$ cat src/include/quirk_table.svh
`ifndef QUIRK_TABLE_SVH
`define QUIRK_TABLE_SVH

// Titles are zero padded to the full header width
localparam int QUIRK_ENTRIES = 6;

localparam logic [8*TITLE_BYTES-1:0] QUIRK_TITLE [QUIRK_ENTRIES] = '{
	{"ROCKY BOXING"},            // Save type detection breaks the game
	{"DBZ LGCYGOKU"},
	{"IRIDIONII", 24'h000000},
	{"BOMBER MAN", 16'h0000},    // NES classics also need the remap
	{"CASTLEVANIA", 8'h00},
	{"SUPER MARIO2"}
};

localparam quirk_t QUIRK_FLAGS [QUIRK_ENTRIES] = '{
	'{sram_off: 1'b1, memory_remap: 1'b0},
	'{sram_off: 1'b1, memory_remap: 1'b0},
	'{sram_off: 1'b1, memory_remap: 1'b0},
	'{sram_off: 1'b1, memory_remap: 1'b1},
	'{sram_off: 1'b1, memory_remap: 1'b1},
	'{sram_off: 1'b1, memory_remap: 1'b1}
};

`endif

$ cat src/logic/gba_loader_pkg.sv
package gba_loader_pkg;

	// ======================================================================
	// Widths and address constants
	// ======================================================================
	localparam int IOCTL_ADDR_W = 27;  // Host byte address
	localparam int IOCTL_DATA_W = 16;  // Host word
	localparam int ROM_ADDR_W   = 26;  // Halfword address on the ROM channel
	localparam int BIOS_ADDR_W  = 12;  // BIOS 32-bit word address
	localparam int TITLE_BYTES  = 12;  // Game title length in the cart header

	// Game ROM sits after flash/EEPROM and large WRAM, in halfwords
	localparam logic [ROM_ADDR_W-1:0] ROM_START_HW = 26'h006_0000;

	localparam logic [IOCTL_ADDR_W-1:0] TITLE_BASE = 27'h0A0;  // Title byte address

	// Download index values from the host
	localparam logic [7:0] BIOS_INDEX  = 8'd0;
	localparam logic [7:0] CHEAT_INDEX = 8'd255;

	// ======================================================================
	// Enums
	// ======================================================================
	typedef enum logic [1:0] {
		DL_NONE,
		DL_BIOS,
		DL_CART,
		DL_CHEAT
	} download_kind_e;

	// Halfword slots of one 16-byte cheat code, in address order
	typedef enum logic [2:0] {
		SLOT_FLAGS_LO,
		SLOT_FLAGS_HI,
		SLOT_ADDR_LO,
		SLOT_ADDR_HI,
		SLOT_CMP_LO,
		SLOT_CMP_HI,
		SLOT_REPL_LO,
		SLOT_REPL_HI
	} cheat_slot_e;

	// ======================================================================
	// Structs
	// ======================================================================
	typedef struct packed {
		logic                    download;  // Download in progress
		logic [7:0]              index;     // Which file kind
		logic [IOCTL_ADDR_W-1:0] addr;      // Byte address
		logic [IOCTL_DATA_W-1:0] dout;
		logic                    wr;        // One cycle per word
	} ioctl_t;

	typedef struct packed {
		logic                    valid;
		logic [ROM_ADDR_W-1:0]   addr;      // Halfword address
		logic [IOCTL_DATA_W-1:0] data;
	} rom_wr_t;

	typedef struct packed {
		logic                   valid;
		logic [BIOS_ADDR_W-1:0] addr;
		logic [31:0]            data;
	} bios_wr_t;

	// Big-endian fields as the loader writes them
	typedef struct packed {
		logic [31:0] flags;
		logic [31:0] address;
		logic [31:0] compare;
		logic [31:0] replace;
	} cheat_code_t;

	typedef struct packed {
		logic                    loaded;     // A cart was seen since reset
		logic [1:0]              cart_type;  // Index bits 7:6
		logic                    flash_1m;   // Flash-1M signature found
		logic [IOCTL_ADDR_W-1:0] last_addr;  // Highest written byte address
	} cart_info_t;

	typedef struct packed {
		logic sram_off;
		logic memory_remap;
	} quirk_t;

endpackage

$ cat src/logic/bios_word_pack.sv
module bios_word_pack (
	input  logic                            clk_sys,
	input  logic                            reset,
	input  gba_loader_pkg::ioctl_t          ioctl,
	input  gba_loader_pkg::download_kind_e  kind,
	output gba_loader_pkg::bios_wr_t        bios_wr
);
	import gba_loader_pkg::*;

	logic [IOCTL_DATA_W-1:0] low_half;  // Waits for its partner halfword
	logic                    bios_we;

	assign bios_we = (kind == DL_BIOS) && ioctl.wr;

	always_ff @(posedge clk_sys) begin
		if (bios_we && !ioctl.addr[1]) begin
			low_half <= ioctl.dout;
		end
	end

	// High halfword completes the 32-bit word
	always_ff @(posedge clk_sys) begin
		if (reset) begin
			bios_wr.valid <= 1'b0;
		end else begin
			bios_wr.valid <= 1'b0;
			if (bios_we && ioctl.addr[1]) begin
				bios_wr.valid <= 1'b1;
				bios_wr.addr  <= ioctl.addr[13:2];     // Word address
				bios_wr.data  <= {ioctl.dout, low_half};
			end
		end
	end

endmodule

$ cat src/logic/cart_info_detect.sv
module cart_info_detect (
	input  logic                            clk_sys,
	input  logic                            reset,
	input  gba_loader_pkg::ioctl_t          ioctl,
	input  gba_loader_pkg::download_kind_e  kind,
	input  logic                            dl_start,
	input  logic                            dl_end,
	output gba_loader_pkg::cart_info_t      cart_info
);
	import gba_loader_pkg::*;

	localparam logic [71:0] FLASH_SIG = "FLASH1M_V";  // 9 bytes, marks 128K flash saves

	logic [63:0]             history;       // Last 8 bytes seen, newest in the low byte
	logic [IOCTL_ADDR_W-1:0] last_wr_addr;  // Address of the most recent cart write
	logic                    cart_active;   // Current download is a cartridge
	logic                    cart_wr;

	assign cart_wr = (kind == DL_CART) && ioctl.wr;

	// ======================================================================
	// Signature scan
	// ======================================================================
	always_ff @(posedge clk_sys) begin
		if (dl_start) begin
			history <= '0;  // No match across two files
		end else if (cart_wr) begin
			history <= {history[47:0], ioctl.dout[7:0], ioctl.dout[15:8]};  // Low byte first
		end
		if (cart_wr) begin
			last_wr_addr <= ioctl.addr;
		end
	end

	// ======================================================================
	// Cart info register
	// ======================================================================
	always_ff @(posedge clk_sys) begin
		if (reset) begin
			cart_info   <= '0;
			cart_active <= 1'b0;
		end else begin
			if (dl_start && (kind == DL_CART)) begin
				cart_info.cart_type <= ioctl.index[7:6];
				cart_info.loaded    <= 1'b1;
				cart_info.flash_1m  <= 1'b0;
				cart_active         <= 1'b1;
			end
			if (cart_wr) begin
				// Signature ending at the low byte of this word
				if ({history, ioctl.dout[7:0]} == FLASH_SIG) begin
					cart_info.flash_1m <= 1'b1;
				end
				// Or ending at the high byte
				if ({history[55:0], ioctl.dout[7:0], ioctl.dout[15:8]} == FLASH_SIG) begin
					cart_info.flash_1m <= 1'b1;
				end
			end
			if (dl_end && cart_active) begin
				cart_info.last_addr <= last_wr_addr;  // Used as the max pak address
				cart_active         <= 1'b0;
			end
		end
	end

endmodule

$ cat src/logic/cheat_code_pack.sv
module cheat_code_pack (
	input  logic                            clk_sys,
	input  logic                            reset,
	input  gba_loader_pkg::ioctl_t          ioctl,
	input  gba_loader_pkg::download_kind_e  kind,
	input  logic                            dl_start,
	output gba_loader_pkg::cheat_code_t     cheat_code,
	output logic                            cheat_valid,
	output logic                            cheat_clear
);
	import gba_loader_pkg::*;

	cheat_slot_e slot;     // Halfword position inside the 16-byte code
	logic        code_wr;

	assign slot    = cheat_slot_e'(ioctl.addr[3:1]);
	assign code_wr = (kind == DL_CHEAT) && ioctl.wr && !ioctl.addr[0];

	// ======================================================================
	// Code assembly
	// ======================================================================
	always_ff @(posedge clk_sys) begin
		if (code_wr) begin
			case (slot)
				SLOT_FLAGS_LO: cheat_code.flags[15:0]    <= ioctl.dout;
				SLOT_FLAGS_HI: cheat_code.flags[31:16]   <= ioctl.dout;
				SLOT_ADDR_LO:  cheat_code.address[15:0]  <= ioctl.dout;
				SLOT_ADDR_HI:  cheat_code.address[31:16] <= ioctl.dout;
				SLOT_CMP_LO:   cheat_code.compare[15:0]  <= ioctl.dout;
				SLOT_CMP_HI:   cheat_code.compare[31:16] <= ioctl.dout;
				SLOT_REPL_LO:  cheat_code.replace[15:0]  <= ioctl.dout;
				SLOT_REPL_HI:  cheat_code.replace[31:16] <= ioctl.dout;  // Last slot
			endcase
		end
	end

	// Valid and clear strobes
	always_ff @(posedge clk_sys) begin
		if (reset) begin
			cheat_valid <= 1'b0;
			cheat_clear <= 1'b0;
		end else begin
			cheat_valid <= code_wr && (slot == SLOT_REPL_HI);  // Code complete
			cheat_clear <= dl_start && (kind == DL_CHEAT);     // Drop the old list
		end
	end

endmodule

$ cat src/logic/download_classifier.sv
module download_classifier (
	input  logic                            clk_sys,
	input  logic                            reset,
	input  gba_loader_pkg::ioctl_t          ioctl,
	output gba_loader_pkg::download_kind_e  kind,
	output logic                            dl_start,
	output logic                            dl_end
);
	import gba_loader_pkg::*;

	download_kind_e kind_next;  // Kind decoded from the live host lines

	// Index 0 is BIOS, 255 cheats, everything else a cartridge
	always_comb begin
		if (!ioctl.download) begin
			kind_next = DL_NONE;
		end else if (ioctl.index == BIOS_INDEX) begin
			kind_next = DL_BIOS;
		end else if (ioctl.index == CHEAT_INDEX) begin
			kind_next = DL_CHEAT;
		end else begin
			kind_next = DL_CART;
		end
	end

	// Kind and edge pulses share one register stage
	always_ff @(posedge clk_sys) begin
		if (reset) begin
			kind     <= DL_NONE;
			dl_start <= 1'b0;
			dl_end   <= 1'b0;
		end else begin
			kind     <= kind_next;
			dl_start <= (kind_next != DL_NONE) && (kind == DL_NONE);  // Rising edge
			dl_end   <= (kind_next == DL_NONE) && (kind != DL_NONE);  // Falling edge
		end
	end

endmodule

$ cat src/logic/gba_loader_top.sv
module gba_loader_top #(
	parameter int ROM_CREDITS = 4
) (
	input  logic                         clk_sys,
	input  logic                         reset,
	input  gba_loader_pkg::ioctl_t       ioctl,
	output logic                         ioctl_wait,
	output gba_loader_pkg::rom_wr_t      rom_wr,
	input  logic                         mem_credit,
	output gba_loader_pkg::bios_wr_t     bios_wr,
	output gba_loader_pkg::cheat_code_t  cheat_code,
	output logic                         cheat_valid,
	output logic                         cheat_clear,
	output gba_loader_pkg::cart_info_t   cart_info,
	output gba_loader_pkg::quirk_t       quirk
);
	import gba_loader_pkg::*;

	download_kind_e kind;      // Registered kind, shared by all consumers
	logic           dl_start;
	logic           dl_end;

	// ======================================================================
	// Download classification
	// ======================================================================
	download_classifier u_classifier (
		.clk_sys  (clk_sys),
		.reset    (reset),
		.ioctl    (ioctl),
		.kind     (kind),
		.dl_start (dl_start),
		.dl_end   (dl_end)
	);

	// ======================================================================
	// Cartridge side
	// ======================================================================
	cart_info_detect u_cart_info (
		.clk_sys   (clk_sys),
		.reset     (reset),
		.ioctl     (ioctl),
		.kind      (kind),
		.dl_start  (dl_start),
		.dl_end    (dl_end),
		.cart_info (cart_info)
	);

	quirk_detect u_quirk (
		.clk_sys  (clk_sys),
		.reset    (reset),
		.ioctl    (ioctl),
		.kind     (kind),
		.dl_start (dl_start),
		.quirk    (quirk)
	);

	rom_write_credit #(
		.ROM_CREDITS (ROM_CREDITS)
	) u_rom_write (
		.clk_sys    (clk_sys),
		.reset      (reset),
		.ioctl      (ioctl),
		.kind       (kind),
		.rom_wr     (rom_wr),
		.mem_credit (mem_credit),
		.ioctl_wait (ioctl_wait)
	);

	// BIOS and cheat loaders
	bios_word_pack u_bios_pack (
		.clk_sys (clk_sys),
		.reset   (reset),
		.ioctl   (ioctl),
		.kind    (kind),
		.bios_wr (bios_wr)
	);

	cheat_code_pack u_cheat_pack (
		.clk_sys     (clk_sys),
		.reset       (reset),
		.ioctl       (ioctl),
		.kind        (kind),
		.dl_start    (dl_start),
		.cheat_code  (cheat_code),
		.cheat_valid (cheat_valid),
		.cheat_clear (cheat_clear)
	);

endmodule

$ cat src/logic/quirk_detect.sv
module quirk_detect (
	input  logic                            clk_sys,
	input  logic                            reset,
	input  gba_loader_pkg::ioctl_t          ioctl,
	input  gba_loader_pkg::download_kind_e  kind,
	input  logic                            dl_start,
	output gba_loader_pkg::quirk_t          quirk
);
	import gba_loader_pkg::*;

	`include "quirk_table.svh"

	localparam logic [IOCTL_ADDR_W-1:0] TITLE_END = TITLE_BASE + IOCTL_ADDR_W'(TITLE_BYTES);

	logic [8*TITLE_BYTES-1:0] title;      // First character in the top byte
	logic [3:0]               title_off;  // Byte offset inside the title
	logic [6:0]               title_lsb;  // Bit position of the halfword
	logic                     cart_wr;
	logic                     in_title;
	quirk_t                   match;      // Flags of every matching entry

	assign cart_wr  = (kind == DL_CART) && ioctl.wr;
	assign in_title = (ioctl.addr >= TITLE_BASE) && (ioctl.addr < TITLE_END);

	always_comb begin
		title_off = 4'(ioctl.addr - TITLE_BASE);
		title_lsb = 7'((TITLE_BYTES - 2 - int'(title_off)) * 8);
	end

	// Table lookup, all entries in parallel
	always_comb begin
		match = '0;
		for (int i = 0; i < QUIRK_ENTRIES; i++) begin
			if (title == QUIRK_TITLE[i]) begin
				match = quirk_t'(match | QUIRK_FLAGS[i]);
			end
		end
	end

	// Title bytes arrive low byte first, so swap into string order
	always_ff @(posedge clk_sys) begin
		if (cart_wr && in_title) begin
			title[title_lsb +: 16] <= {ioctl.dout[7:0], ioctl.dout[15:8]};
		end
	end

	always_ff @(posedge clk_sys) begin
		if (reset) begin
			quirk <= '0;
		end else if (dl_start && (kind == DL_CART)) begin
			quirk <= '0;  // New cart, forget the old quirks
		end else if (cart_wr && (ioctl.addr == TITLE_END)) begin
			quirk <= match;  // Title complete once the next halfword shows up
		end
	end

endmodule

$ cat src/logic/rom_write_credit.sv
module rom_write_credit #(
	parameter int ROM_CREDITS = 4
) (
	input  logic                            clk_sys,
	input  logic                            reset,
	input  gba_loader_pkg::ioctl_t          ioctl,
	input  gba_loader_pkg::download_kind_e  kind,
	output gba_loader_pkg::rom_wr_t         rom_wr,
	input  logic                            mem_credit,
	output logic                            ioctl_wait
);
	import gba_loader_pkg::*;

	localparam int CNT_W = $clog2(ROM_CREDITS + 1);

	logic [CNT_W-1:0] credits;       // Writes the memory can still take
	logic [CNT_W-1:0] credits_next;
	logic             cart_wr;

	assign cart_wr = (kind == DL_CART) && ioctl.wr;

	// ======================================================================
	// Relocation onto the game ROM area
	// ======================================================================
	always_ff @(posedge clk_sys) begin
		if (reset) begin
			rom_wr.valid <= 1'b0;
		end else begin
			rom_wr.valid <= cart_wr;
			if (cart_wr) begin
				rom_wr.addr <= ROM_START_HW + ioctl.addr[IOCTL_ADDR_W-1:1];  // Byte to halfword
				rom_wr.data <= ioctl.dout;
			end
		end
	end

	// ======================================================================
	// Credit counter
	// ======================================================================
	// Credit is taken when the host word is accepted so the wait flag
	// rises no later than the write that uses the last credit
	always_comb begin
		credits_next = credits - CNT_W'(cart_wr) + CNT_W'(mem_credit);
	end

	always_ff @(posedge clk_sys) begin
		if (reset) begin
			credits    <= CNT_W'(ROM_CREDITS);
			ioctl_wait <= 1'b0;
		end else begin
			credits    <= credits_next;
			ioctl_wait <= (credits_next == '0);  // Hold the host while none left
		end
	end

endmodule

$ cat config.mk
export PLATFORM = sky130hd
export DESIGN_NAME = gba_loader_top
export DESIGN_NICKNAME = d
export VERILOG_FILES = /design/src/logic/gba_loader_pkg.sv /design/src/logic/bios_word_pack.sv /design/src/logic/cart_info_detect.sv /design/src/logic/cheat_code_pack.sv /design/src/logic/download_classifier.sv /design/src/logic/gba_loader_top.sv /design/src/logic/quirk_detect.sv /design/src/logic/rom_write_credit.sv
export VERILOG_INCLUDE_DIRS = /design/src /design/src/include
export SDC_FILE = /design/constraint.sdc
export NUM_CORES = 1
export LEC_CHECK = 0
export BUFFER_PORTS_ARGS = -buffer_cell sky130_fd_sc_hd__clkbuf_2
export CAP_MARGIN = 10
export CORE_MARGIN = 1.5
export CORE_UTILIZATION = 50
export DETAILED_ROUTE_END_ITERATION = 10
export PLACE_DENSITY = 0.73
export SLEW_MARGIN = 20
export SYNTH_ARGS = -nofsm -noshare
export SYNTH_HDL_FRONTEND = slang
export SYNTH_SLANG_ARGS = --single-unit
$ cat constraint.sdc
create_clock -name clk_sys -period 9.2 [get_ports clk_sys]
set_clock_uncertainty 0.15 [all_clocks]
set_input_delay 0 -clock clk_sys [delete_from_list [all_inputs] [get_ports clk_sys]]
set_output_delay 0 -clock clk_sys [all_outputs]
set_load 0.03 [all_outputs]
==> flow_metrics.py <==
metrics = {
    "layout": {
        "final_nets": 1700,
        "fillers": 2504,
        "syn2layout_area_growth_pct": 23.7,
        "final_common_cell": "edfxtp_1",
        "seq_area_mm2": 0.0128,
        "layout_common_cells": "353 x edfxtp_1, 307 x clkbuf_2, 218 x nand2_1, 116 x nor2_1, 113 x a21oi_1",
        "multi_input_area_mm2": 0.00403,
        "final_layout_size_suffix_gt1_share_pct": 25.1,
        "fin_area_mm2": 0.0211,
        "final_cells": 2121,
    },
    "pwr": {
        "clock_power_share_pct": 40.3,
        "switching_share_pct": 22.2,
        "switchingPower_uw": 943,
        "power_density_mw_per_mm2": 201,
        "peakVddDrop_mv": 0.153,
        "combPwrFrac_pct": 5.6,
        "pwr-share-seq_pct": 54.1,
        "p_int_uw": 3300,
        "p_leak_uw": 0.00773,
    },
    "yosys": {
        "syn_nets": 1320,
        "ys_ff_latch": 463,
        "synth_cell_types": 63,
        "synth_edf_count": 353,
        "avgSynthCellArea_um2": 13.6,
        "synth_area_leaders": "edfxtp_1 62%, dfxtp_1 13%, nand2_1 4.8%, a21oi_1 3.3%, nor2_1 2.6%",
        "async_reset_ff_share_pct": 0,
        "yosysSeqAreaShare_pct": 75.1,
        "synth_top_area_share_pct": 62.2,
        "netlist_area_mm2": 0.0170,
        "synth_cells": 1255,
        "ys.flop_type": "edfxtp_1",
        "yosys.area.top_type": "edfxtp_1",
        "yosysWarningCount": 0,
    },
    "detailed_routing": {
        "post_drt_wl_per_cell_um": 22.2,
        "via_count": 12100,
        "ant_nets": 0,
        "drt_pre_antenna_iters": 6,
        "route.detailed.drc": 0,
        "drt-total-wl_mm": 47.1,
        "vias_per_cell": 5.69,
        "drtIter0Drc": 1305,
    },
    "place": {
        "dpl.hpwl_mm": 30.7,
        "place_congestion": 0.912,
        "place_area_mm2": 0.0191,
        "dpl.cell_count": 1979,
        "portBuffers": 307,
    },
    "sta": {
        "slew_headroom_pct": 30.9,
        "post-route-min-period_ns": 4.20,
        "finalSetupTns_ns": 0,
        "setup_viol": 0,
        "rsz0062_at_grt": "false",
        "max_freq_mhz": 238,
        "period_share_pct": 45.6,
        "worst_pin_slew_ns": 1.03,
        "slew_viol_final": 0,
        "hold_viol_final": 0,
    },
    "grt": {
        "grt_pass1_vias": 11800,
        "grt_pass1_wl_mm": 70.0,
        "grt.total_usage_pct": 26.2,
        "grt_overflow": 0,
        "antenna_found_initial": 2,
        "grt_max_degree": 68,
    },
    "clocking": {
        "cts-root-buf": "clkbuf_16",
        "cts_setup_buffers": 0,
        "clock-sinks": 463,
        "path_clk_slew_ns": 0.06,
        "clk_path_buf_depth": 3,
        "cts_resized": 0,
        "tritoncts": "done",
        "numCtsBuffers": 44,
        "htreeDepth": 2,
        "insertion_delay_ns": 0.54,
        "ctsHoldBuffers": 58,
    },
    "worst_setup_path": {
        "path_max_fanout": 19,
        "worstPathArrival_ns": 4.22,
        "start_kind": "input port",
        "crit_type": "in2reg",
        "critPathRequiredTime_ns": 9.22,
        "end_kind": "flip-flop",
    },
    "floorplan": {
        "die_x_um": 188,
        "die_y_um": 188,
        "fp.coreArea_mm2": 0.0335,
        "die_area_mm2": 0.0352,
        "rows": 67,
        "ios": 308,
        "initial_utilization_pct": 50.8,
    },
    "job": {
        "cap_violations": 0,
    },
    "outcome": {
        "status": "finished, final reports clean",
    },
    "hold_path": {
        "hp-class": "in2reg",
    },
}
## flip-flops by register name, indices dropped and copies added, names as in the netlist
signal and cells:
u_rom_write.credits 3, u_bios_pack.low_half 16, u_cheat_pack.cheat_valid 1, u_quirk.title 96, u_rom_write.ioctl_wait 1, u_classifier.kind 2, u_cart_info.history 64, u_classifier.dl_start 1
u_cart_info.cart_info 31, u_bios_pack.bios_wr 45, u_cheat_pack.cheat_clear 1, u_cheat_pack.cheat_code 128, u_cart_info.cart_active 1, u_quirk.quirk 2, u_rom_write.rom_wr 43, u_classifier.dl_end 1
u_cart_info.last_wr_addr 27
## worst paths after layout
| check | start | end | slack [ns] | depth (start not counted) |
|---|---|---|---|---|
| hold / removal | ioctl[17] | u_cart_info.last_wr_addr[0] | 0.09 | 1 |
| setup reg to reg | u_classifier.kind[1] | u_quirk.title[63] | 5.58 | 7 |
| setup / recovery | ioctl[18] | u_quirk.title[47] | 5.00 | 10 |
| hold reg to reg | u_bios_pack.low_half[12] | u_bios_pack.bios_wr[12] | 0.27 | 0 |
## stage by stage
| step | hold slack, ns | power, uW | setup WS (ns) | util, % |
|---|---|---|---|---|
| after floorplan | -0.0707 | 2460 | 3.75 | - |
| after global placement | 0.0377 | 2550 | 4.99 | 57.0 |
| after detailed placement | 0.0405 | 2550 | 4.83 | 57.0 |
| after CTS | 0.0640 | 4240 | 5.15 | 62.8 |
| after global routing | 0.0987 | 4350 | 4.72 | 62.9 |
| final | 0.0870 | 4240 | 5.00 | 62.9 |
## routing by layer
metal / share of wire (%) / vias up / track usage (%)
met1: 37 / 5797 / 33.1
li1: - / 5373 / -
met5: 0 / - / 0
met2: 49 / 765 / 44.6
met3: 10 / 132 / 5.67
met4: 3.3 / 0 / 9.57
## cell type report
| type | count | share of cell area [%] |
|---|---|---|
| Sequential cell | 463 | 60.7 |
| Multi-Input combinational cell | 730 | 19.1 |
| Timing Repair Buffer | 385 | 10.8 |
| Clock buffer | 61 | 5.87 |
| Tap cell | 448 | 2.66 |
| Antenna cell | 2 | 0.0237 |
| Clock inverter | 21 | 0.617 |
| Inverter | 11 | 0.196 |
## logic make-up after synthesis
group	share of synthesized area [%]
flops	75.1
buf+inv	1.42
simple gates	16.3
fa+ha+maj	0.705
xor+xnor	0.859
compound gates	4.67
mux	0.940
## cell usage after synthesis, drive strengths merged, types with 2 or more instances
| master | number |
|---|---|
| a32o | 3 |
| or3 | 2 |
| o21ai | 7 |
| or4b | 5 |
| a31oi | 2 |
| nor4bb | 9 |
| nor2 | 117 |
| and3b | 4 |
| nand2 | 219 |
| and2 | 11 |
| or3b | 2 |
| nand4 | 26 |
| nand3b | 3 |
| xor2 | 5 |
| nor3 | 24 |
| or2 | 10 |
| nor3b | 10 |
| ha | 8 |
| xnor2 | 10 |
| or4 | 10 |
| a22o | 7 |
| nand4b | 11 |
| and4 | 2 |
| a22oi | 4 |
| nor4b | 20 |
| nand3 | 17 |
| mux2i | 16 |
| a32oi | 2 |
| nor4 | 25 |
| buf | 15 |
| nor2b | 5 |
| nand2b | 9 |
| dfxtp | 110 |
| nand4bb | 3 |
| edfxtp | 353 |
| inv | 11 |
| clkbuf | 36 |
| a21oi | 113 |
## critical path: stages
cell and delay [ns]:
dlygate4sd3_1 0.53, clkbuf_2 0.28, inv_1 0.18, ha_1 0.65
nor2b_1 0.41, nand2_1 0.17, xnor2_1 0.62, nand2_1 0.43
or2_1 0.37, nor2_1 0.56
## power groups by stage
stage,combinational [uW],clock (uW),sequential [uW]
6_report,239,1710,2290
5_1_grt,258,1800,2300
2_1_floorplan,118,0,2340
3_5_place_dp,215,0,2340
3_3_place_gp,210,0,2340
4_1_cts,234,1720,2290
No activity file was read; power rests on OpenSTA's default activity.
